**config.mk**
```make
export PLATFORM = sky130hd
export DESIGN_NAME = latency_timer
export DESIGN_NICKNAME = d
export VERILOG_FILES = /design/src/design/mem_pkg.sv /design/src/design/latency_timer.sv
export SDC_FILE = /design/constraint.sdc
export NUM_CORES = 1
export LEC_CHECK = 0
export ABC_AREA = 1
export BUFFER_PORTS_ARGS = -buffer_cell sky130_fd_sc_hd__buf_2
export CORE_UTILIZATION = 37
export CTS_BUF_LIST = sky130_fd_sc_hd__clkbuf_8
export DETAILED_ROUTE_END_ITERATION = 8
export PLACE_DENSITY_LB_ADDON = 0.08
export SLEW_MARGIN = 20
export SYNTH_ARGS = -nofsm -noshare
export SYNTH_HDL_FRONTEND = slang
export SYNTH_SLANG_ARGS = --single-unit
```
**constraint.sdc**
```tcl
create_clock -name clock -period 1.65 [get_ports clock]
set_clock_uncertainty 0.05 [all_clocks]
set_input_delay 0.165 -clock clock [delete_from_list [all_inputs] [get_ports clock]]
set_output_delay 0.165 -clock clock [all_outputs]
set_load 0.02 [all_outputs]
```
**src/design/mem_pkg.sv**
```systemverilog
package mem_pkg;

    ////////////////////
    // Memory geometry
    ////////////////////

    localparam int mem_lines      = 64;              // 64-bit lines
    localparam int mem_size_bytes = mem_lines * 8;   // Address bound
    localparam int addr_width     = 9;

    ////////////////////
    // Tags and timing
    ////////////////////

    localparam int num_tags    = 7;                  // Tags 1..7, 0 is reserved
    localparam int mem_latency = 8;                  // Cycles until a tag's timer expires
    localparam int count_width = $clog2(mem_latency + 1);

    typedef logic [addr_width-1:0] addr_t;
    typedef logic [2:0]            tag_t;            // 0 means none or refused
    typedef logic [63:0]           mem_block_t;

    typedef enum logic [1:0] {
        mem_none  = 2'd0,
        mem_load  = 2'd1,
        mem_store = 2'd2
    } mem_command_t;

    typedef enum logic [1:0] {
        size_byte   = 2'd0,
        size_half   = 2'd1,
        size_word   = 2'd2,
        size_double = 2'd3
    } mem_size_t;

    // Life cycle of one tag
    typedef enum logic [1:0] {
        tag_free     = 2'd0,
        tag_busy     = 2'd1,                         // Timer running
        tag_wait_bus = 2'd2                          // Load done, waiting for the return bus
    } tag_state_t;

endpackage
```
**src/design/latency_timer.sv**
```systemverilog
module latency_timer (
    input  logic                       clock,
    input  logic                       arst_n,
    input  logic                       grant,
    input  mem_pkg::tag_t              grant_tag,
    output logic [mem_pkg::num_tags:1] expired
);
    import mem_pkg::*;

    logic [count_width-1:0] count [1:num_tags];
    logic [num_tags:1]      started;   // Counter has been loaded at least once

    ////////////////////
    // Countdown per tag
    ////////////////////

    always_ff @(posedge clock or negedge arst_n) begin
        if (!arst_n) begin
            started <= '0;
            for (int i = 1; i <= num_tags; i++) begin
                count[i] <= '0;
            end
        end else begin
            for (int i = 1; i <= num_tags; i++) begin
                if (grant && (grant_tag == tag_t'(i))) begin
                    // The request cycle is the first cycle of the latency
                    count[i]   <= count_width'(mem_latency - 1);
                    started[i] <= 1'b1;
                end else if (count[i] != '0) begin
                    count[i] <= count[i] - 1'b1;
                end
            end
        end
    end

    // Stays high until the tag is granted again
    always_comb begin
        for (int i = 1; i <= num_tags; i++) begin
            expired[i] = started[i] && (count[i] == '0);
        end
    end

endmodule

```
**Word-level counts from Yosys, hierarchy flattened**

Index checks and enable logic that the tools add are counted.

- Equal/unequal tests: 7
- Reductions and logical operators: 35
- Multiplexer cells: 14
- Add/sub/neg operators: 7

Operators with widths:

| operator | count |
|---|---|
| 2-to-1 mux 4 bit | 14 |
| zero test 4 bit | 7 |
| nonzero test 4 bit | 7 |
| subtractor 4 x 1 -> 4 bit, second input constant | 7 |
| logical AND 1 bit | 14 |
| nonzero test 2 bit | 7 |
| equality test 3 bit, second input constant | 4 |
| equality test 3 x 2 -> 1 bit, second input constant | 2 |
| equality test 3 x 1 -> 1 bit, second input constant | 1 |

- Output and inout bits: 7
- Input port bits: 6
- Register bits: 35
- Word-level logic and storage cells: 77

**Depth between registers and ports, before layout**

- Word-level depth: 3
- Depth in mapped cells: 7
- Depth with buffers taken out: 7

**Least setup slack after synthesis**

OpenSTA, ideal clock, no wires.

- Path type: flip-flop to output port
- From: register count[16] (netlist bit)
- To: output port expired[3] (netlist bit)
- Arrival time: 1.065 ns
- Cell stages (with the launch flop): 5
- Path slack: 0.370 ns
- Required time: 1.435 ns
- Buffers on the path: 0
- Path through: dfrtp_1 inv_1 ha_1 nand3_1 nor2_1

- Word-level cells in the longest chain between the ends: 2

RTL lines:

| item | line | source |
|---|---|---|
| start, declared | latency_timer.sv:10 | `logic [count_width-1:0] count [1:num_tags];` |
| start signal, assigned by index | latency_timer.sv:27 | `count[i] <= count_width'(mem_latency - 1);` |
| start signal, assigned by index | latency_timer.sv:30 | `count[i] <= count[i] - 1'b1;` |
| zero test 4 bit | latency_timer.sv:39 | `expired[i] = started[i] && (count[i] == '0);` |
| logical AND 1 bit | latency_timer.sv:39 |  |
| end, declared | latency_timer.sv:6 | `output logic [mem_pkg::num_tags:1] expired` |

No other way between the ends.

**Worst setup path after layout**

Ends and elaborated chain as after synthesis.

==> flow_metrics.py <==
metrics = {
    "outcome": {
        "status": "completed",
    },
    "finish": {
        "ff_latch_area_um2": 876,
        "layout_commonest_cell": "nand2_1",
        "fill_cells": 503,
        "final_cell_mix": "nand2_1, inv_1, dfrtp_1, nand3_1, nor2_1",
        "multi_input_area_um2": 890,
        "syn2layout_area_growth_pct": 14.2,
        "drive_gt1_share_pct": 17.0,
        "nets": 289,
        "n_antenna_cell": 0,
        "instances_no_fill": 337,
    },
    "worst_hold_path": {
        "hold_path_class": "in -> reg",
    },
    "die": {
        "num_rows": 25,
        "die_area_um2": 5490,
        "die_height_um": 74.1,
        "initial_core_util_pct": 39.7,
        "die_w_um": 74.1,
        "core_region_area_um2": 4850,
        "pin_count": 13,
    },
    "synth": {
        "ys_top_cells_by_area": "dfrtp_1, nand2_1, inv_1",
        "ys_ff_latch": 35,
        "postSynthCellCount": 248,
        "yosys.area.top_type": "dfrtp_1",
        "synth_nets": 268,
        "yosysSeqAreaShare_pct": 45.5,
        "yosysTopAreaCellShare_pct": 45.5,
        "avgSynthCellArea_um2": 7.76,
        "synth-warning-count": 0,
        "syn_area_um2": 1920,
        "ys_types": 15,
    },
    "clock_network": {
        "cts_sinks": 35,
        "clk_latency_ns": 0.29,
        "htreeDepth": 2,
        "cts_max_path_buffers": 2,
        "root_buffer": "clkbuf_8",
        "clk_pin_slew_worst_paths_ns": 0.07,
        "postCtsSetupRepairBufs": 0,
        "cts_made_buffers": 5,
        "cts_tree": "done",
    },
    "place": {
        "hpwl_um": 2400,
        "globalplace.congestion": 0.819,
        "portBuffers": 12,
        "placed_cells": 328,
    },
    "critical_path": {
        "critPathKind": "reg -> out",
        "required_ns": 1.43,
        "critPathCaptureType": "primary output",
        "critPathMaxFanout": 5,
        "setup.worst_path.start_class": "flop",
        "cp.arrival_ns": 1.32,
    },
    "global_routing": {
        "grt_usage_pct": 14.0,
        "grt_pass1_vias": 1408,
        "grt_max_degree": 36,
        "grt_pass1_wl_um": 5740,
        "antenna_found_initial": 0,
        "globalRouteOverflowTotal": 0,
    },
    "power_and_ir_drop": {
        "power.density_nw_per_um2": 1740,
        "power.leakage_nw": 1.25,
        "worst_ir_drop_vdd_mv": 0.606,
    },
    "sta": {
        "drv_slew": 0,
        "hold_viol_final": 0,
        "worst_hold_slack_ns": 0.215,
        "slew_headroom_pct": 69.6,
        "period_share_pct": 93.2,
        "fmax_mhz": 650,
        "min_period_ns": 1.54,
        "rsz0062_at_grt": "false",
        "worst_slew_pin_slew_ns": 0.456,
        "setup_viol": 0,
        "setup_tns_ns": 0,
    },
    "detailed_routing": {
        "num_vias": 1524,
        "ant_nets": 0,
        "via_per_inst": 4.52,
        "drt_iter0_markers": 82,
        "drc": 0,
        "dr.pass1.iters": 6,
        "wl_um": 3340,
        "wl_per_cell_um": 9.92,
    },
    "flow_run": {
        "drv_cap": 0,
    },
}
-- Yosys cell counts --
cell type / n
nor2_2: 2
nor2_4: 1
nand2_1: 63
o211ai_1: 3
nor2_1: 23
inv_1: 48
ha_1: 14
nand4_1: 6
nand2_2: 6
nand3_1: 29
a21oi_1: 9
o21ai_0: 4
dfrtp_1: 35
inv_2: 1
xnor2_1: 4
-- worst max-delay path, cell delays in order, from the launching register on --
cell and delay (ns):
dfrtp_1 0.39, inv_2 0.09, ha_1 0.17, nand3_2 0.12, nor2_1 0.10, buf_2 0.16
-- logic make-up after synthesis --
kind of cell,after synthesis,share of synthesized area [%]
AO/OA/AOI/OAI,16,4.55
XOR/XNOR,4,1.82
adder cells (fa/ha/maj),14,9.10
buffers and inverters,49,9.56
flip-flops,35,45.5
AND/OR/NAND/NOR,130,29.5
-- cell type report --
type	count	share of cell area (%)
Inverter	49	8.37
Clock buffer	5	3.13
Clock inverter	3	0.569
Tap cell	67	3.82
Timing Repair Buffer	14	3.76
Sequential cell	35	39.9
Multi-Input combinational cell	164	40.5
-- sequential cells by signal (all words and copies together) (netlist names) --
name / count
count: 28
started: 7
-- power by group --
group	internal (mW)	switching [mW]
Sequential	1.23	0.214
Combinational	0.703	1.10
Clock	0.284	0.303
Total	2.22	1.62
-- path summary, 6_finish.rpt --
check	startpoint	end	slack (ns)	cells past startpoint
setup / recovery	count[16]	expired[3]	0.11	5
hold / removal	grant_tag[1]	started[1]	0.21	4
setup reg to reg	count[20]	count[20]	0.41	7
hold reg to reg	started[2]	started[2]	0.40	2
max in group asynchronous	arst_n	started[4]	0.82	3
min in group asynchronous	arst_n	count[11]	0.39	3
-- stage by stage --
step | area [um^2] | power (mW) | setup slack (ns) | utilization [%]
5_1_grt | 2200 | 4.29 | 0.00603 | 45.3
3_5_place_dp | 2080 | 3.18 | 0.333 | 42.8
3_3_place_gp | 2080 | 3.17 | 0.353 | 42.8
4_1_cts | 2170 | 3.80 | 0.00809 | 44.7
6_report | 2200 | 3.83 | 0.112 | 45.3
2_1_floorplan | 1920 | 2.82 | 0.370 | -
-- what timing repair did --
action,4_1_cts,5_1_grt
gates resized for setup,0,19
endpoints found under the setup margin,0,7
hold buffers,1,0
hold endpoints to repair,35,0
-- metal layers --
metal  share of wire, %  GRT usage, %  up-vias
met2                 46          23.6       17
met3                3.4          5.28        6
met5                  0             0        -
li1                   -             -      811
met4                1.7          5.77        0
met1                 48          16.0      690
(Power assumes the default switching activity.)
