--- config.mk ---
export PLATFORM = sky130hd
export DESIGN_NAME = load_buffer
export DESIGN_NICKNAME = d
export VERILOG_FILES = /design/src/design/mem_pkg.sv /design/src/design/load_buffer.sv
export SDC_FILE = /design/constraint.sdc
export NUM_CORES = 1
export LEC_CHECK = 0
export ABC_AREA = 1
export BUFFER_PORTS_ARGS = -buffer_cell sky130_fd_sc_hd__buf_2
export CAP_MARGIN = 40
export CORE_MARGIN = 2
export CORE_UTILIZATION = 60
export DETAILED_ROUTE_END_ITERATION = 8
export GPL_ROUTABILITY_DRIVEN = 0
export PLACE_DENSITY_LB_ADDON = 0.08
export SLEW_MARGIN = 20
export SYNTH_ARGS = -nofsm -noshare
export SYNTH_HDL_FRONTEND = slang
export SYNTH_SLANG_ARGS = --single-unit
--- constraint.sdc ---
create_clock -name clock -period 0.9 [get_ports clock]
set_input_delay 0.045 -clock clock [delete_from_list [all_inputs] [get_ports clock]]
set_output_delay 0.045 -clock clock [all_outputs]
set_load 0.03 [all_outputs]
--- src/design/mem_pkg.sv ---
package mem_pkg;

    ////////////////////
    // Memory geometry
    ////////////////////

    localparam int mem_lines      = 64;              // 64-bit lines
    localparam int mem_size_bytes = mem_lines * 8;   // Address bound
    localparam int addr_width     = 9;

    ////////////////////
    // Tags and timing
    ////////////////////

    localparam int num_tags    = 7;                  // Tags 1..7, 0 is reserved
    localparam int mem_latency = 8;                  // Cycles until a tag's timer expires
    localparam int count_width = $clog2(mem_latency + 1);

    typedef logic [addr_width-1:0] addr_t;
    typedef logic [2:0]            tag_t;            // 0 means none or refused
    typedef logic [63:0]           mem_block_t;

    typedef enum logic [1:0] {
        mem_none  = 2'd0,
        mem_load  = 2'd1,
        mem_store = 2'd2
    } mem_command_t;

    typedef enum logic [1:0] {
        size_byte   = 2'd0,
        size_half   = 2'd1,
        size_word   = 2'd2,
        size_double = 2'd3
    } mem_size_t;

    // Life cycle of one tag
    typedef enum logic [1:0] {
        tag_free     = 2'd0,
        tag_busy     = 2'd1,                         // Timer running
        tag_wait_bus = 2'd2                          // Load done, waiting for the return bus
    } tag_state_t;

endpackage
--- src/design/load_buffer.sv ---
module load_buffer (
    input  logic                clock,
    input  logic                arst_n,
    input  logic                grant_is_load,
    input  mem_pkg::tag_t       grant_tag,
    input  mem_pkg::mem_block_t read_block,
    input  logic                return_valid,
    input  mem_pkg::tag_t       return_tag,
    output mem_pkg::mem_block_t load_data
);
    import mem_pkg::*;

    mem_block_t slot [1:num_tags];   // Load data held until its return

    // Data is taken at acceptance, so later stores do not affect it
    always_ff @(posedge clock) begin
        if (grant_is_load) begin
            slot[grant_tag] <= read_block;
        end
    end

    ////////////////////
    // Return data
    ////////////////////

    always_ff @(posedge clock or negedge arst_n) begin
        if (!arst_n) begin
            load_data <= '0;
        end else if (return_valid) begin
            load_data <= slot[return_tag];
        end else begin
            load_data <= '0;   // Bus idle
        end
    end

endmodule

== Yosys cells after proc, flatten, opt, wreduce, memory -nomap -nowiden ==
Memories as Yosys holds them, arrays and structs flattened.
Index checks and enable logic that the tools add are counted.

* Register bits: 64
* Bits in writable memories: 448
* Input port bits: 74
* Memories: 1

* Mux-type cells: 3

{| class="wikitable"
|+ Memory list
! memory !! depth !! width !! rd ports !! clocked after Yosys merged registers in !! write ports !! RTL line !! source
|-
| slot || 7 || 64 || 1 || 0 || 1 || load_buffer.sv:13 || <nowiki>mem_block_t slot [1:num_tags];</nowiki>
|}

{| class="wikitable"
|+ Operator list
! kind !! count
|-
| $mux 64 || 1
|-
| $mux 1 || 2
|}

== Longest topological paths before layout ==
* Word-level depth: 2
* Depth in mapped cells: 8

== Least setup slack after synthesis ==
Ideal clock, no wire load.

* Path type: input -> register
* Start: input port grant_tag[1]
* End: memory slot[1][0] (netlist bit) (enable)
* Library setup time: 565 ps
* Path buffers: 0
* Setup slack: -4175 ps
* Stages on the path: 1
* Data arrival time: 4509 ps
* Path through: nor3_1

{| class="wikitable"
|+ RTL lines
! what !! RTL line !! source
|-
| start, declared || load_buffer.sv:5 || <nowiki>input mem_pkg::tag_t grant_tag,</nowiki>
|-
| end, declared || load_buffer.sv:13 ||
|}

Straight into the memory's write port.

== Worst setup path in the final report ==
* Start: register load_data[0]
* End: output port load_data[0]

{| class="wikitable"
|+ RTL lines
! what !! RTL line !! source
|-
| start, declared || load_buffer.sv:9 || <nowiki>output mem_pkg::mem_block_t load_data</nowiki>
|-
| start signal, assigned || load_buffer.sv:30 || <nowiki>load_data <= slot[return_tag];</nowiki>
|}

No word-level cell between the ends.

==> reports/qor_table.md <==
| Stage | Metric | This run |
| --- | --- | --- |
| critical path | Worst setup slack for register-to-register paths | -0.04 ns |
| yosys | Fraction of post-synthesis cell area in the top cell type by area | 0.643 |
| placed design | Half-perimeter wire length after placement | 27700 um |
| placed design | Cell count after placement | 2553 |
| outcome | Result of the run | finished, violations left |
| clock network | Cell at the root of the clock tree | sky130_fd_sc_hd__clkbuf_16 |
| critical path | Stage delay of the slowest cell on the critical path | 0.42 ns |
| critical path | Count of buffer and inverter cells on the critical path | 1 |
| final layout | Fraction of the core area covered by cells at the end of the flow | 0.759 |
| clock network | CTS Buf Count | 50 |
| global route | Overflow after GRT | 0 |
| timing | Slew @ Worst Pin | 0.429 ns |
| detailed routing | DRT antenna net count | 0 |
| power and ir drop | Part of the total power dissipated in the clock network | 0.400 |
| power and ir drop | Cell internal pwr | 41.4 mW |
| critical path | Required time of the critical path | 0.85 ns |
| timing | Count of pins over their slew limit | 0 |
| yosys | Number of synthesis warnings | 0 |
| clock network | Clock slew at reported path FFs | 0.06 ns |
| detailed routing | First drt pass iteration count | 5 |
| timing | Final critical delay including setup and external delays | 1.21 ns |
| placed design | Worst setup timing slack at the placement stage | -0.473 ns |
| yosys | Share of synthesized cell area in full adder, half adder and majority cells | 0 |
| timing | Worst-case clock skew | 0.00874 ns |
| critical path | Largest fanout on the critical path | 1 |
| floorplanning | Area enclosed by the die boundary | 36400 um^2 |
| final layout | Number of inserted diodes | 0 |
| clock network | # H-tree levels | 2 |
| final layout | P&R area growth vs syn | 25.1% |
| yosys | Part of the Yosys area used for sequential elements | 0.720 |
| final layout | Final non-filler cell total | 2713 |
| critical path | Source of the worst register-to-register timing path | slot[7][56] |
| power and ir drop | Sequential fraction of design power | 0.509 |
| placed design | Number of port buffers | 137 |
| floorplanning | Starting density of the core | 0.607 |
| yosys | Syn Std Cell Area | 20900 um^2 |
| yosys | Multiplexer share of the synthesized area | 0 |
| final layout | Top library cells by usage in the layout, fill and taps aside | sky130_fd_sc_hd__nand2_1, sky130_fd_sc_hd__edfxtp_1, sky130_fd_sc_hd__inv_1 |
| power and ir drop | Leak pwr | 11.7 nW |
| detailed routing | Number of remaining DRC errors | 0 |
| floorplanning | Top Ports | 138 |
| detailed routing | Detailed-route via count | 13900 |
| clock network | Clk buf depth | 3 |
| critical path | Worst Path Class, Setup | reg -> out |
| floorplanning | Cell Rows | 68 |
| yosys | Number of register bits inferred by synthesis | 512 |
| detailed routing | Post-detailed-route via-to-cell ratio | 5.14 |
| detailed routing | Total length of routed wires | 46400 um |
| yosys | XOR/XNOR share of the synthesized area | 0 |
| detailed routing | Post-DR wirelength/cell | 17.1 um |
| clock network | CTS Sinks | 512 |
| global route | Largest net degree at the start of global routing | 65 |
| critical path | Slowest stage cell on the critical path | sky130_fd_sc_hd__dfrtp_1 |
| critical path | Critical path endpoint category | output pin |
| floorplanning | Die extent in x | 191 um |
| run | Max Cap Violations | 0 |
| yosys | Mapped Cells | 1963 |
| power and ir drop | Total net switching power | 11.7 mW |
| worst hold path | Hold crit path type | in -> async |
| power and ir drop | Combinational cell fraction of total power | 0.091 |
| clock network | Post-CTS setup-driven buffer insertion count | 0 |
| power and ir drop | Power density over the cells | 2030 nW/um^2 |
| timing | RSZ-0062 raised after global routing | true |
| yosys | Post-synthesis simple-gate area fraction | 0.175 |
| critical path | Crit-path leading delay family | flip-flops |
| yosys | Average instance area after synthesis | 10.7 um^2 |
| timing | Worst setup margin | -0.310 ns |
| timing | Max Fclk | 0.826 GHz |
| critical path | FF-to-FF path depth | 6 |
| critical path | Ordered list of cells on the worst path | buf_6 |
| timing | Final worst-path cycle share | 1.34 |
| yosys | Cell taking the most area after synthesis | sky130_fd_sc_hd__edfxtp_1 |
| floorplanning | Core area | 34500 um^2 |
| yosys | Dominant combinational cell family by area after synthesis | simple AND/OR/NAND/NOR gates |
| power and ir drop | Switch share | 0.221 |
| critical path | CP Launch Type | flip-flop |
| global route | Vias in the first global route | 13600 |
| timing | Hold violation count in the final report | 0 |
| clock network | Source-to-sink clock delay at the later pin of the worst-skew pair | 0.58 ns |
| yosys | Synth cell types | 13 |
| timing | Relative slew slack | 0.714 |
| critical path | Worst r2r dst | load_data[56] |
| final layout | Final Net Count | 2291 |
| yosys | Area contributors post-synth | sky130_fd_sc_hd__edfxtp_1, sky130_fd_sc_hd__nand2_1, sky130_fd_sc_hd__dfrtp_1 |
| global route | Global-route wire length before repair | 72100 um |
| global route | Initial antenna violation count | 2 |
| power and ir drop | Max rail drop VDD | 0.00215 V |
| global route | Global-route usage over all layers | 0.259 |
| critical path | Arrival time at the worst endpoint | 1.17 ns |
| yosys | Complex-gate fraction of the synthesized area | 0.0153 |
| detailed routing | Violation count after the first detailed-routing iteration | 1006 |
| final layout | Leading cell type in the layout, fill and taps excluded | sky130_fd_sc_hd__nand2_1 |
| clock network | TritonCTS clock tree | yes |
| yosys | Synthesized Nets | 2037 |
| final layout | Fraction of final layout cells with drive strength greater than 1 | 0.168 |
| outcome | Failing checks | setup timing |
| timing | Final Setup Violations | 71 |
| floorplanning | DIE HEIGHT | 191 um |
| final layout | FILL cells | 2193 |
[cells by family (layout without fill, tap and decap cells)]
family          after synthesis  in the layout
simple gates                908            908
compound gates               64             64
buf+inv                     479            774
flops                       512            512
[per-stage QoR]
step                      TNS [ns]  hold WS [ns]  cell area (um^2)  power (mW)
after floorplan            -334.30        -0.251             21100        29.8
after global placement     -190.18        0.0888             23200        31.6
after detailed placement   -195.79         0.103             23200        31.7
after CTS                   -17.14       0.00125             26000        53.3
after global routing        -20.14        0.0374             26200        54.8
final                       -15.60        0.0307             26200        53.1
[metal layers]
metal / wire [um] / global-route usage / up-vias
met1: 19400 / 0.352 / 6693
li1: - / - / 6702
met4: 816 / 0.0733 / 4
met3: 2840 / 0.0458 / 68
met5: 18 / 0 / -
met2: 23400 / 0.433 / 468
[worst max-delay path by stage]
stage / to / cells after the start / slack (ns) / startpoint
6_report: load_data[0] / 1 / -0.31 / load_data[0]
5_1_grt: load_data[6] / 1 / -0.33 / load_data[6]
4_1_cts: load_data[16] / 1 / -0.34 / load_data[16]
3_5_place_dp: slot[7][61] / 5 / -0.47 / grant_tag[1]
3_3_place_gp: slot[7][61] / 5 / -0.47 / grant_tag[1]
2_1_floorplan: slot[1][0] / 2 / -1.21 / grant_is_load
[power groups by stage]
stage                     sequential [mW]  combinational [mW]  clock, mW
after floorplan                      27.9                1.88          0
after global placement               27.4                4.14          0
after detailed placement             27.5                4.22          0
after CTS                            27.0                4.76       21.5
after global routing                 27.1                5.27       22.4
final                                27.0                4.83       21.2
[timing repair]
item                       in CTS  in global routing
gates resized for setup       135                 57
hold buffers                   67                  0
pin swaps                       0                 53
hold endpoints to repair      569                  0
setup endpoints to repair      74                128
[cell usage after synthesis]
| cell type | count |
|---|---|
| sky130_fd_sc_hd__clkbuf_1 | 13 |
| sky130_fd_sc_hd__nor2_1 | 134 |
| sky130_fd_sc_hd__edfxtp_1 | 448 |
| sky130_fd_sc_hd__nand3_1 | 192 |
| sky130_fd_sc_hd__buf_1 | 8 |
| sky130_fd_sc_hd__or2_2 | 1 |
| sky130_fd_sc_hd__buf_2 | 69 |
| sky130_fd_sc_hd__inv_2 | 2 |
| sky130_fd_sc_hd__inv_1 | 387 |
| sky130_fd_sc_hd__nand2_1 | 580 |
| sky130_fd_sc_hd__dfrtp_1 | 64 |
| sky130_fd_sc_hd__a21oi_1 | 64 |
| sky130_fd_sc_hd__nor3_1 | 1 |
[state kept, by name (all words and copies together) (netlist names)]
register / cells
load_data: 64
slot: 448
[area by class of cell]
type                            instances  area (um^2)  share of cell area
Clock inverter                         15          170             0.00650
Timing Repair Buffer                  292         3050               0.116
Clock buffer                           78         1520              0.0581
Inverter                              389         1500              0.0574
Tap cell                              455          569              0.0218
Multi-Input combinational cell        972         4300               0.164
Sequential cell                       512        15100               0.575
[tightest hold or removal path, stage by stage]
cell and delay, ns:
sky130_fd_sc_hd__dlygate4sd3_1 0.53, sky130_fd_sc_hd__buf_4 0.12, sky130_fd_sc_hd__buf_12 0.34
(Power assumes the default switching activity.)
