--- src/design/mem_pkg.sv ---
package mem_pkg;

    ////////////////////
    // Memory geometry
    ////////////////////

    localparam int mem_lines      = 64;              // 64-bit lines
    localparam int mem_size_bytes = mem_lines * 8;   // Address bound
    localparam int addr_width     = 9;

    ////////////////////
    // Tags and timing
    ////////////////////

    localparam int num_tags    = 7;                  // Tags 1..7, 0 is reserved
    localparam int mem_latency = 8;                  // Cycles until a tag's timer expires
    localparam int count_width = $clog2(mem_latency + 1);

    typedef logic [addr_width-1:0] addr_t;
    typedef logic [2:0]            tag_t;            // 0 means none or refused
    typedef logic [63:0]           mem_block_t;

    typedef enum logic [1:0] {
        mem_none  = 2'd0,
        mem_load  = 2'd1,
        mem_store = 2'd2
    } mem_command_t;

    typedef enum logic [1:0] {
        size_byte   = 2'd0,
        size_half   = 2'd1,
        size_word   = 2'd2,
        size_double = 2'd3
    } mem_size_t;

    // Life cycle of one tag
    typedef enum logic [1:0] {
        tag_free     = 2'd0,
        tag_busy     = 2'd1,                         // Timer running
        tag_wait_bus = 2'd2                          // Load done, waiting for the return bus
    } tag_state_t;

endpackage
--- src/design/tag_tracker.sv ---
module tag_tracker (
    input  logic                       clock,
    input  logic                       arst_n,
    input  mem_pkg::mem_command_t      command,
    input  logic                       address_ok,
    input  logic [mem_pkg::num_tags:1] expired,
    output logic                       grant,
    output mem_pkg::tag_t              grant_tag,
    output logic                       grant_is_load,
    output logic                       return_valid,
    output mem_pkg::tag_t              return_tag,
    output mem_pkg::tag_t              transaction_tag,
    output mem_pkg::tag_t              data_tag
);
    import mem_pkg::*;

    tag_state_t        state [1:num_tags];
    logic [num_tags:1] load_op;     // Tag was granted to a load
    tag_t              free_tag;    // Lowest free tag, 0 when all are in use
    logic              request;

    ////////////////////
    // Allocation
    ////////////////////

    assign request = (command == mem_load) || (command == mem_store);

    always_comb begin
        free_tag = '0;
        for (int i = num_tags; i >= 1; i--) begin
            if (state[i] == tag_free) begin
                free_tag = tag_t'(i);
            end
        end
    end

    assign grant         = request && address_ok && (free_tag != '0);
    assign grant_tag     = grant ? free_tag : '0;
    assign grant_is_load = grant && (command == mem_load);

    ////////////////////
    // Return bus
    ////////////////////

    // One load per cycle, lowest ready tag wins
    always_comb begin
        return_tag = '0;
        for (int i = num_tags; i >= 1; i--) begin
            if ((state[i] == tag_wait_bus) && expired[i]) begin
                return_tag = tag_t'(i);
            end
        end
    end

    assign return_valid = (return_tag != '0);

    always_ff @(posedge clock or negedge arst_n) begin
        if (!arst_n) begin
            transaction_tag <= '0;
            data_tag        <= '0;
            load_op         <= '0;
            for (int i = 1; i <= num_tags; i++) begin
                state[i] <= tag_free;
            end
        end else begin
            transaction_tag <= grant_tag;    // 0 on refusal or idle
            data_tag        <= return_tag;   // Same edge as load_data
            for (int i = 1; i <= num_tags; i++) begin
                case (state[i])
                    tag_free: begin
                        if (grant_tag == tag_t'(i)) begin
                            state[i]   <= tag_busy;
                            load_op[i] <= grant_is_load;
                        end
                    end
                    tag_busy: begin
                        if (expired[i]) begin
                            // Stores are done here, loads still need the bus
                            state[i] <= load_op[i] ? tag_wait_bus : tag_free;
                        end
                    end
                    tag_wait_bus: begin
                        if (return_tag == tag_t'(i)) begin
                            state[i] <= tag_free;
                        end
                    end
                    default: state[i] <= tag_free;
                endcase
            end
        end
    end

endmodule

--- config.mk ---
export PLATFORM = sky130hd
export DESIGN_NAME = tag_tracker
export DESIGN_NICKNAME = d
export VERILOG_FILES = /design/src/design/mem_pkg.sv /design/src/design/tag_tracker.sv
export SDC_FILE = /design/constraint.sdc
export NUM_CORES = 1
export LEC_CHECK = 0
export ABC_AREA = 1
export BUFFER_PORTS_ARGS = -buffer_cell sky130_fd_sc_hd__buf_2
export CAP_MARGIN = 0
export CORE_MARGIN = 2
export CORE_UTILIZATION = 40
export DETAILED_ROUTE_END_ITERATION = 16
export GPL_TIMING_DRIVEN = 0
export PLACE_DENSITY = 0.69
export SYNTH_ARGS = -nofsm -noshare
export SYNTH_HDL_FRONTEND = slang
export SYNTH_SLANG_ARGS = --single-unit
--- constraint.sdc ---
create_clock -name clock -period 2.7 [get_ports clock]
set_input_delay 0.27 -clock clock [delete_from_list [all_inputs] [get_ports clock]]
set_output_delay 0.27 -clock clock [all_outputs]
set_load 0.01 [all_outputs]
Yosys cells after proc, flatten, opt, wreduce, memory -nomap -nowiden

Cells that the tools add are included.

Register bits after elaboration: 27
Input port bits: 12
Output and inout port bits: 15
Logic and storage cells: 151

Eq/ne operators: 51
Multiplexer cells: 50
Reduce and logical (&&, ||, !) cells: 34

Operators by type and width:

| kind                                                             | count |
|---|---|
| 2-bit two-way mux                                                | 28 |
| 3-bit two-way mux                                                | 15 |
| 2-bit one-hot mux with 3 select lines                            | 7 |
| 2-bit by 1-bit != test with 1-bit output (second input constant) | 14 |
| 3-bit == test (second input constant)                            | 8 |
| 3-bit AND reduction                                              | 7 |
| 2-bit by 1-bit == test with 1-bit output (second input constant) | 8 |
| 2-bit == test (second input constant)                            | 8 |
| 2-bit logical NOT                                                | 7 |
| 2-bit != test (second input constant)                            | 7 |
| 2-bit AND reduction                                              | 7 |
| 3-bit by 2-bit == test with 1-bit output (second input constant) | 4 |
| 1-bit logical AND                                                | 10 |
| 3-bit by 1-bit == test with 1-bit output (second input constant) | 2 |
| 3-bit nonzero test                                               | 2 |
| 1-bit logical OR                                                 | 1 |

Logic depth before layout (Yosys ltp)

Gate-level depths: netlist of the first run.

Depth after elaboration: 14
Gate-level depth with buffers: 13
Depth with buffers taken out: 13

Worst setup path before layout of the first run

No wires, ideal clock.

Path type: register to output
From: reg state[7] in the netlist's numbering
To: out return_valid
Arrival: 1.162 ns
Data required time: 2.430 ns
Slack: 1.268 ns
Cell stages (with the launch flop): 10
Buffers on the path: 0
Path through: dfrtp_1 -> inv_1 -> nor2_1 -> nand2_1 -> nand2_1 -> inv_1 -> nand2_1 -> a21oi_4 -> nor2_1 -> nand2_1

Longest elaborated chain between the ends: 7

RTL lines:

| item                              | line              | text |
|---|---|---|
| from (decl)                       | tag_tracker.sv:17 | `tag_state_t state [1:num_tags];` |
| from (signal, indexed assignment) | tag_tracker.sv:63 | `state[i] <= tag_free;` |
| from (signal, indexed assignment) | tag_tracker.sv:72 | `state[i] <= tag_busy;` |
| from (signal, indexed assignment) | tag_tracker.sv:79 | `state[i] <= load_op[i] ? tag_wait_bus : tag_free;` |
| 2-bit == test                     | tag_tracker.sv:49 | `if ((state[i] == tag_wait_bus) && expired[i]) begin` |
| 1-bit logical AND                 | tag_tracker.sv:49 |  |
| 3-bit two-way mux (4 in series)   | tag_tracker.sv:49 |  |
| named net return_tag[1]           | tag_tracker.sv:11 | `output mem_pkg::tag_t return_tag,` |
| 3-bit nonzero test                | tag_tracker.sv:55 | `assign return_valid = (return_tag != '0);` |
| to (decl)                         | tag_tracker.sv:10 | `output logic return_valid,` |

The timed path passes the listed nets, and every way through them passes these cells.

Worst setup path in the final report of the first run

From: reg state[5] in the netlist's numbering
To: out grant_is_load

Longest elaborated chain between the ends: 9

RTL lines:

| item                            | line              | text |
|---|---|---|
| 2-bit logical NOT               | tag_tracker.sv:31 | `if (state[i] == tag_free) begin` |
| 3-bit two-way mux (5 in series) | tag_tracker.sv:31 |  |
| 3-bit nonzero test              | tag_tracker.sv:37 | `assign grant = request && address_ok && (free_tag != '0);` |
| 1-bit logical AND               | tag_tracker.sv:37 |  |
| 1-bit logical AND               | tag_tracker.sv:39 | `assign grant_is_load = grant && (command == mem_load);` |
| to (decl)                       | tag_tracker.sv:9  | `output logic grant_is_load,` |

Every way passes these cells.

==> impl_metrics.json, run 1 <==
{
  "status": "complete, but fails checks",
  "failed_checks": "negative hold slack",
  "io_pins": 27,
  "die_w_um": 66.4,
  "r2r_cells": 11,
  "cts_buffer_depth": 2,
  "place_area_um2": 1750,
  "antenna_left": 0,
  "grt_pass1_vias": 1227,
  "slew_violations": 0,
  "crit_end": "grant_is_load",
  "period_needed_ns": 2.03,
  "total_power_mw": 1.21,
  "drtIter0Drc": 51,
  "min_path_type": "input port to asynchronous set/reset pin",
  "utilization_pct": 48.3,
  "skew_ns": 0.00842,
  "drtPass1Iterations": 4,
  "ir_worst_vdd_mv": 0.354,
  "cp.required_ns": 2.43,
  "cts_tree": "done",
  "crit_fanout": 8,
  "syn_inst": 199,
  "fin_crit_sh_pct": 75.1,
  "core_um2": 3720,
  "grt_max_degree": 28,
  "clock-sinks": 27,
  "final_common_cell": "nand2_1",
  "synth_warnings": 0,
  "n_fill_cell": 370,
  "nets": 243,
  "maxCapViolCount": 0,
  "finalWirelength_um": 2950,
  "areaGrowthSynthToFinish_pct": 15.2,
  "die_h_um": 66.4,
  "yosysTopAreaCellShare_pct": 43.3,
  "r2r_slack_ns": 1.18,
  "layout_common_cells": "nand2_1, dfrtp_1, inv_1, buf_2, nand3_1",
  "track_usage_pct": 15.3,
  "drive_above_1_share_pct": 31.9,
  "stdcell_area_um2": 1800,
  "vias": 1293,
  "cts_buffers": 3,
  "avgRoutedWirePerCell_um": 10.6,
  "place.gp.congestion": 0.762,
  "path_clk_slew_ns": 0.10,
  "antenna_found_initial": 0,
  "fmax_mhz": 493,
  "drc": 0,
  "finalWorstSetupSlack_ns": 0.672,
  "timing.rr.start": "state[5]",
  "grt_pass1_wl_um": 5110,
  "hpwlAfterDp_um": 2280,
  "vias_per_cell": 4.67,
  "yosysUniqueCellTypes": 23,
  "dieArea_um2": 4410,
  "floorplan.initialDensity_pct": 42.0,
  "holdWs_ns": -0.0123,
  "power_density_nw_per_um2": 672,
  "diodes": 0,
  "worstPathArrival_ns": 1.76,
  "io_buffers": 26,
  "slew_headroom_pct": 59.1,
  "rows": 22,
  "htree_levels": 1,
  "grt-ovfl-total": 0,
  "synth_area_leaders": "dfrtp_1, nand2_1, inv_1",
  "end_kind": "primary output",
  "cts_resized": 0,
  "setup_tns_ns": 0,
  "grt_setup_unrepaired": "false",
  "ys_seq_elements": 27,
  "startpoint": "state[5]",
  "r2r_end": "load_op[2]",
  "setup_viol": 0,
  "synth_seq_area_share_pct": 43.3,
  "start_kind": "flip-flop",
  "p_leak_nw": 1.03,
  "cts_root_buf": "clkbuf_8",
  "worstMarginPinSlew_ns": 0.613,
  "synth_area_um2": 1560,
  "clk_latency_ns": 0.28,
  "cts_setup_buffers": 0,
  "hold_viol_final": 15,
  "dp_slack_ns": 0.974,
  "hold_buffers": 0,
  "avgSynthCellArea_um2": 7.83,
  "synth_top_area_cell": "dfrtp_1",
  "crit_type": "flip-flop to primary output",
  "synth_nets": 212
}
## logic make-up after synthesis
kind of cell / after synthesis / synth area share [%]
adders and majority gates: 1 / 0.802
DFF: 27 / 43.3
and+or+nand+nor: 123 / 40.8
buffers and inverters: 36 / 8.83
AOI/OAI and AO/OA: 12 / 6.26
## power breakdown
group / leakage, nW / internal, mW / switching, mW
logic: 0.637 / 0.171 / 0.311
clock network: 0.0255 / 0.104 / 0.131
registers: 0.369 / 0.457 / 0.0345
total: 1.03 / 0.731 / 0.476
## synthesized netlist by cell type
cell and number:
inv_2 9, o21ai_1 1, a21oi_1 2, nor3_1 1, o21ai_2 5, or2_1 1, o31ai_1 3, nand2_2 9
dfrtp_1 27, nand3_1 18, nor2_1 11, nand3_2 2, nor2_4 6, nand2_4 2, nor2_2 7, nand3b_1 3
a21oi_4 1, inv_4 1, nor2_8 1, ha_1 1, nand4_1 3, inv_1 26, nand2_1 59
## how the worst min path moves through the flow
stage	from	end	slack [ns]	cells after the start
floorplan	arst_n	data_tag[0]	-0.03	0
global placement	arst_n	state[4]	0.32	1
detailed placement	arst_n	state[5]	0.33	1
CTS	arst_n	state[5]	0.01	1
global route	arst_n	state[4]	0.03	1
finish	arst_n	state[5]	-0.01	1
## final cells by class
cell class	instances	area [um^2]	area share, %
inverters	36	138	7.67
clock inverters	1	5.00	0.279
repair buffers	26	130	7.25
flip-flops and latches	27	676	37.6
well taps	48	60.1	3.34
clock buffers	3	41.3	2.30
multi-input cells	136	746	41.5
## state kept, by name (all words and copies together), names as in the netlist
| signal | count |
|---|---|
| transaction_tag | 3 |
| data_tag | 3 |
| state | 14 |
| load_op | 7 |
## through the flow
stage	hold slack [ns]	std cells
after global routing	0.0327	277
final	-0.0123	277
after global placement	0.320	273
after detailed placement	0.325	273
after floorplan	-0.0256	199
after CTS	0.0145	277
## critical path, cell delays in order, from the launching register on
cell	delay [ns]
dfrtp_1	0.44
nor2_2	0.18
inv_1	0.06
nand2_1	0.07
nand2_2	0.06
nand2_2	0.07
nand2_4	0.07
nand3_2	0.06
nand2_2	0.06
nor2_4	0.21
buf_2	0.18
## layer usage
layer / wire length (um) / share of wire [%] / track usage (%)
met2: 1380 / 47 / 26.8
met4: 23 / 0.78 / 3.83
met3: 96 / 3.3 / 4.26
met5: 0 / 0 / 0
met1: 1450 / 49 / 18.5
Note: power is estimated with default switching activity, not from simulation.
==> run 2: changes to the inputs <==
--- a/config.mk
+++ b/config.mk
@@ -12,7 +12,7 @@
 export CORE_UTILIZATION = 40
 export DETAILED_ROUTE_END_ITERATION = 16
 export GPL_TIMING_DRIVEN = 0
-export PLACE_DENSITY = 0.69
+export PLACE_DENSITY = 0.72
 export SYNTH_ARGS = -nofsm -noshare
 export SYNTH_HDL_FRONTEND = slang
 export SYNTH_SLANG_ARGS = --single-unit
==> constraint.sdc (replaced) <==
create_clock -name clock -period 1.7 [get_ports clock]
set_input_delay 0.17 -clock clock [delete_from_list [all_inputs] [get_ports clock]]
set_output_delay 0.17 -clock clock [all_outputs]
set_load 0.01 [all_outputs]
==> impl_metrics.json, run 2 (synthesis results as in run 1) <==
{
  "status": "complete, but fails checks",
  "failed_checks": "negative setup slack",
  "hold_viol_final": 0,
  "layout_common_cells": "nand2_1, buf_4, dfrtp_1",
  "cts_buffers": 3,
  "worstMarginPinSlew_ns": 0.629,
  "slowest_stage": "dfrtp_1",
  "grt-ovfl-total": 0,
  "placedCellCount": 273,
  "floorplan.initialDensity_pct": 42.0,
  "crit_type": "flip-flop to primary output",
  "grt_pass1_vias": 1445,
  "core_um2": 3720,
  "crit_top_cell": "nand2_2",
  "place.gp.congestion": 0.766,
  "fin_crit_sh_pct": 105,
  "worstPathCellList": "nor2_4 -> nand2_2 -> nand2_2 -> inv_1 -> nand2_2 -> a21oi_4 -> nor2_2 -> nand2_1 -> buf_2",
  "layoutNonFillerInstCount": 307,
  "drtIter0Drc": 115,
  "hpwlAfterDp_um": 2310,
  "path_clk_slew_ns": 0.10,
  "period_needed_ns": 1.78,
  "stdcell_area_um2": 2140,
  "maxCapViolCount": 0,
  "slew_violations": 0,
  "grt_max_degree": 28,
  "slew_headroom_pct": 58.1,
  "min_path_type": "input port to flip-flop",
  "drtPass1Iterations": 4,
  "total_power_mw": 2.39,
  "htree_levels": 1,
  "avgRoutedWirePerCell_um": 12.1,
  "ir_worst_vdd_mv": 0.531,
  "hp-start": "expired[5]",
  "track_usage_pct": 18.3,
  "cpLargestDelayFamily": "simple AND/OR/NAND/NOR gates",
  "cts_buffer_depth": 2,
  "clk_latency_ns": 0.28,
  "fmax_mhz": 562,
  "drc": 0,
  "final_common_cell": "nand2_1",
  "power_density_nw_per_um2": 1110,
  "setup_viol": 3,
  "n_fill_cell": 341,
  "vias_per_cell": 4.80,
  "diodes": 0,
  "largest-register": "state",
  "finalWorstSetupSlack_ns": -0.0797,
  "startpoint": "state[6]",
  "antenna_found_initial": 0,
  "finalWirelength_um": 3730,
  "io_pins": 27,
  "seqCellArea_um2": 679,
  "grt_pass1_wl_um": 6140,
  "cp.required_ns": 1.53,
  "drive_above_1_share_pct": 48.6,
  "p_leak_nw": 1.19,
  "io_buffers": 26,
  "die_h_um": 66.4,
  "worstPathArrival_ns": 1.61,
  "timing.rr.start": "state[3]",
  "end_kind": "primary output",
  "vias": 1475,
  "areaGrowthSynthToFinish_pct": 37.5,
  "dieArea_um2": 4410,
  "multiInputGateArea_um2": 831,
  "clock-sinks": 27,
  "cts_tree": "done",
  "crit_buf_inv": 2,
  "nets": 273,
  "crit_fanout": 3,
  "reg_top3": "state: 14 flops, load_op: 7 flops",
  "slowest_delay_ns": 0.46,
  "start_kind": "flip-flop",
  "skew_ns": 0.0117,
  "die_w_um": 66.4,
  "cts_root_buf": "clkbuf_8",
  "place_area_um2": 1750,
  "largest_reg_flops": 14,
  "rows": 22,
  "antenna_left": 0,
  "grt_setup_unrepaired": "true"
}
run 2: worst paths after layout:
kind	slack [ns]	end	depth (start not counted)
setup / recovery	-0.08	return_valid	9
hold / removal	0.1	state[4]	2
setup reg to reg	0.05	load_op[3]	14
hold reg to reg	0.50	load_op[5]	2
max in group asynchronous	0.81	state[8]	2
min in group asynchronous	0.43	state[4]	2
run 2: stage by stage:
step / hold slack, ns / worst slack (ns) / utilization, % / TNS [ns]
after floorplan: -0.126 / 0.342 / - / 0
final: 0.0954 / -0.0797 / 57.7 / -0.158
after global placement: 0.223 / 0.0980 / 47.1 / 0
after detailed placement: 0.226 / 0.102 / 47.1 / 0
after global routing: 0.0924 / -0.172 / 57.7 / -1.08
after CTS: 0.0768 / -0.0407 / 53.4 / -0.0829
run 2: per-layer routing:
metal / vias to the layer above / global-route usage (%) / wire [um]
li1: 731 / - / -
met1: 706 / 19.9 / 1620
met2: 32 / 35.8 / 1920
met3: 6 / 4.26 / 156
met4: 0 / 3.06 / 32
met5: - / 0 / 0
run 2: what timing repair did:
item,4_1_cts,5_1_grt
endpoints found under the setup margin,3,15
pin swaps,12,15
buffers inserted,18,11
gates resized for setup,15,21
hold buffers,1,0
hold endpoints to repair,27,0
run 2: power by group:
group / leakage, nW / switching [mW] / internal, mW
combinational: 0.807 / 0.636 / 0.573
sequential: 0.365 / 0.0669 / 0.728
clock: 0.0217 / 0.218 / 0.167
run 2: area by class of cell:
class / count / area share, %
repair buffers: 56 / 18.0
flip-flops and latches: 27 / 31.7
clock buffers: 3 / 1.93
inverters: 36 / 6.42
clock inverters: 1 / 0.350
multi-input cells: 136 / 38.8
well taps: 48 / 2.80
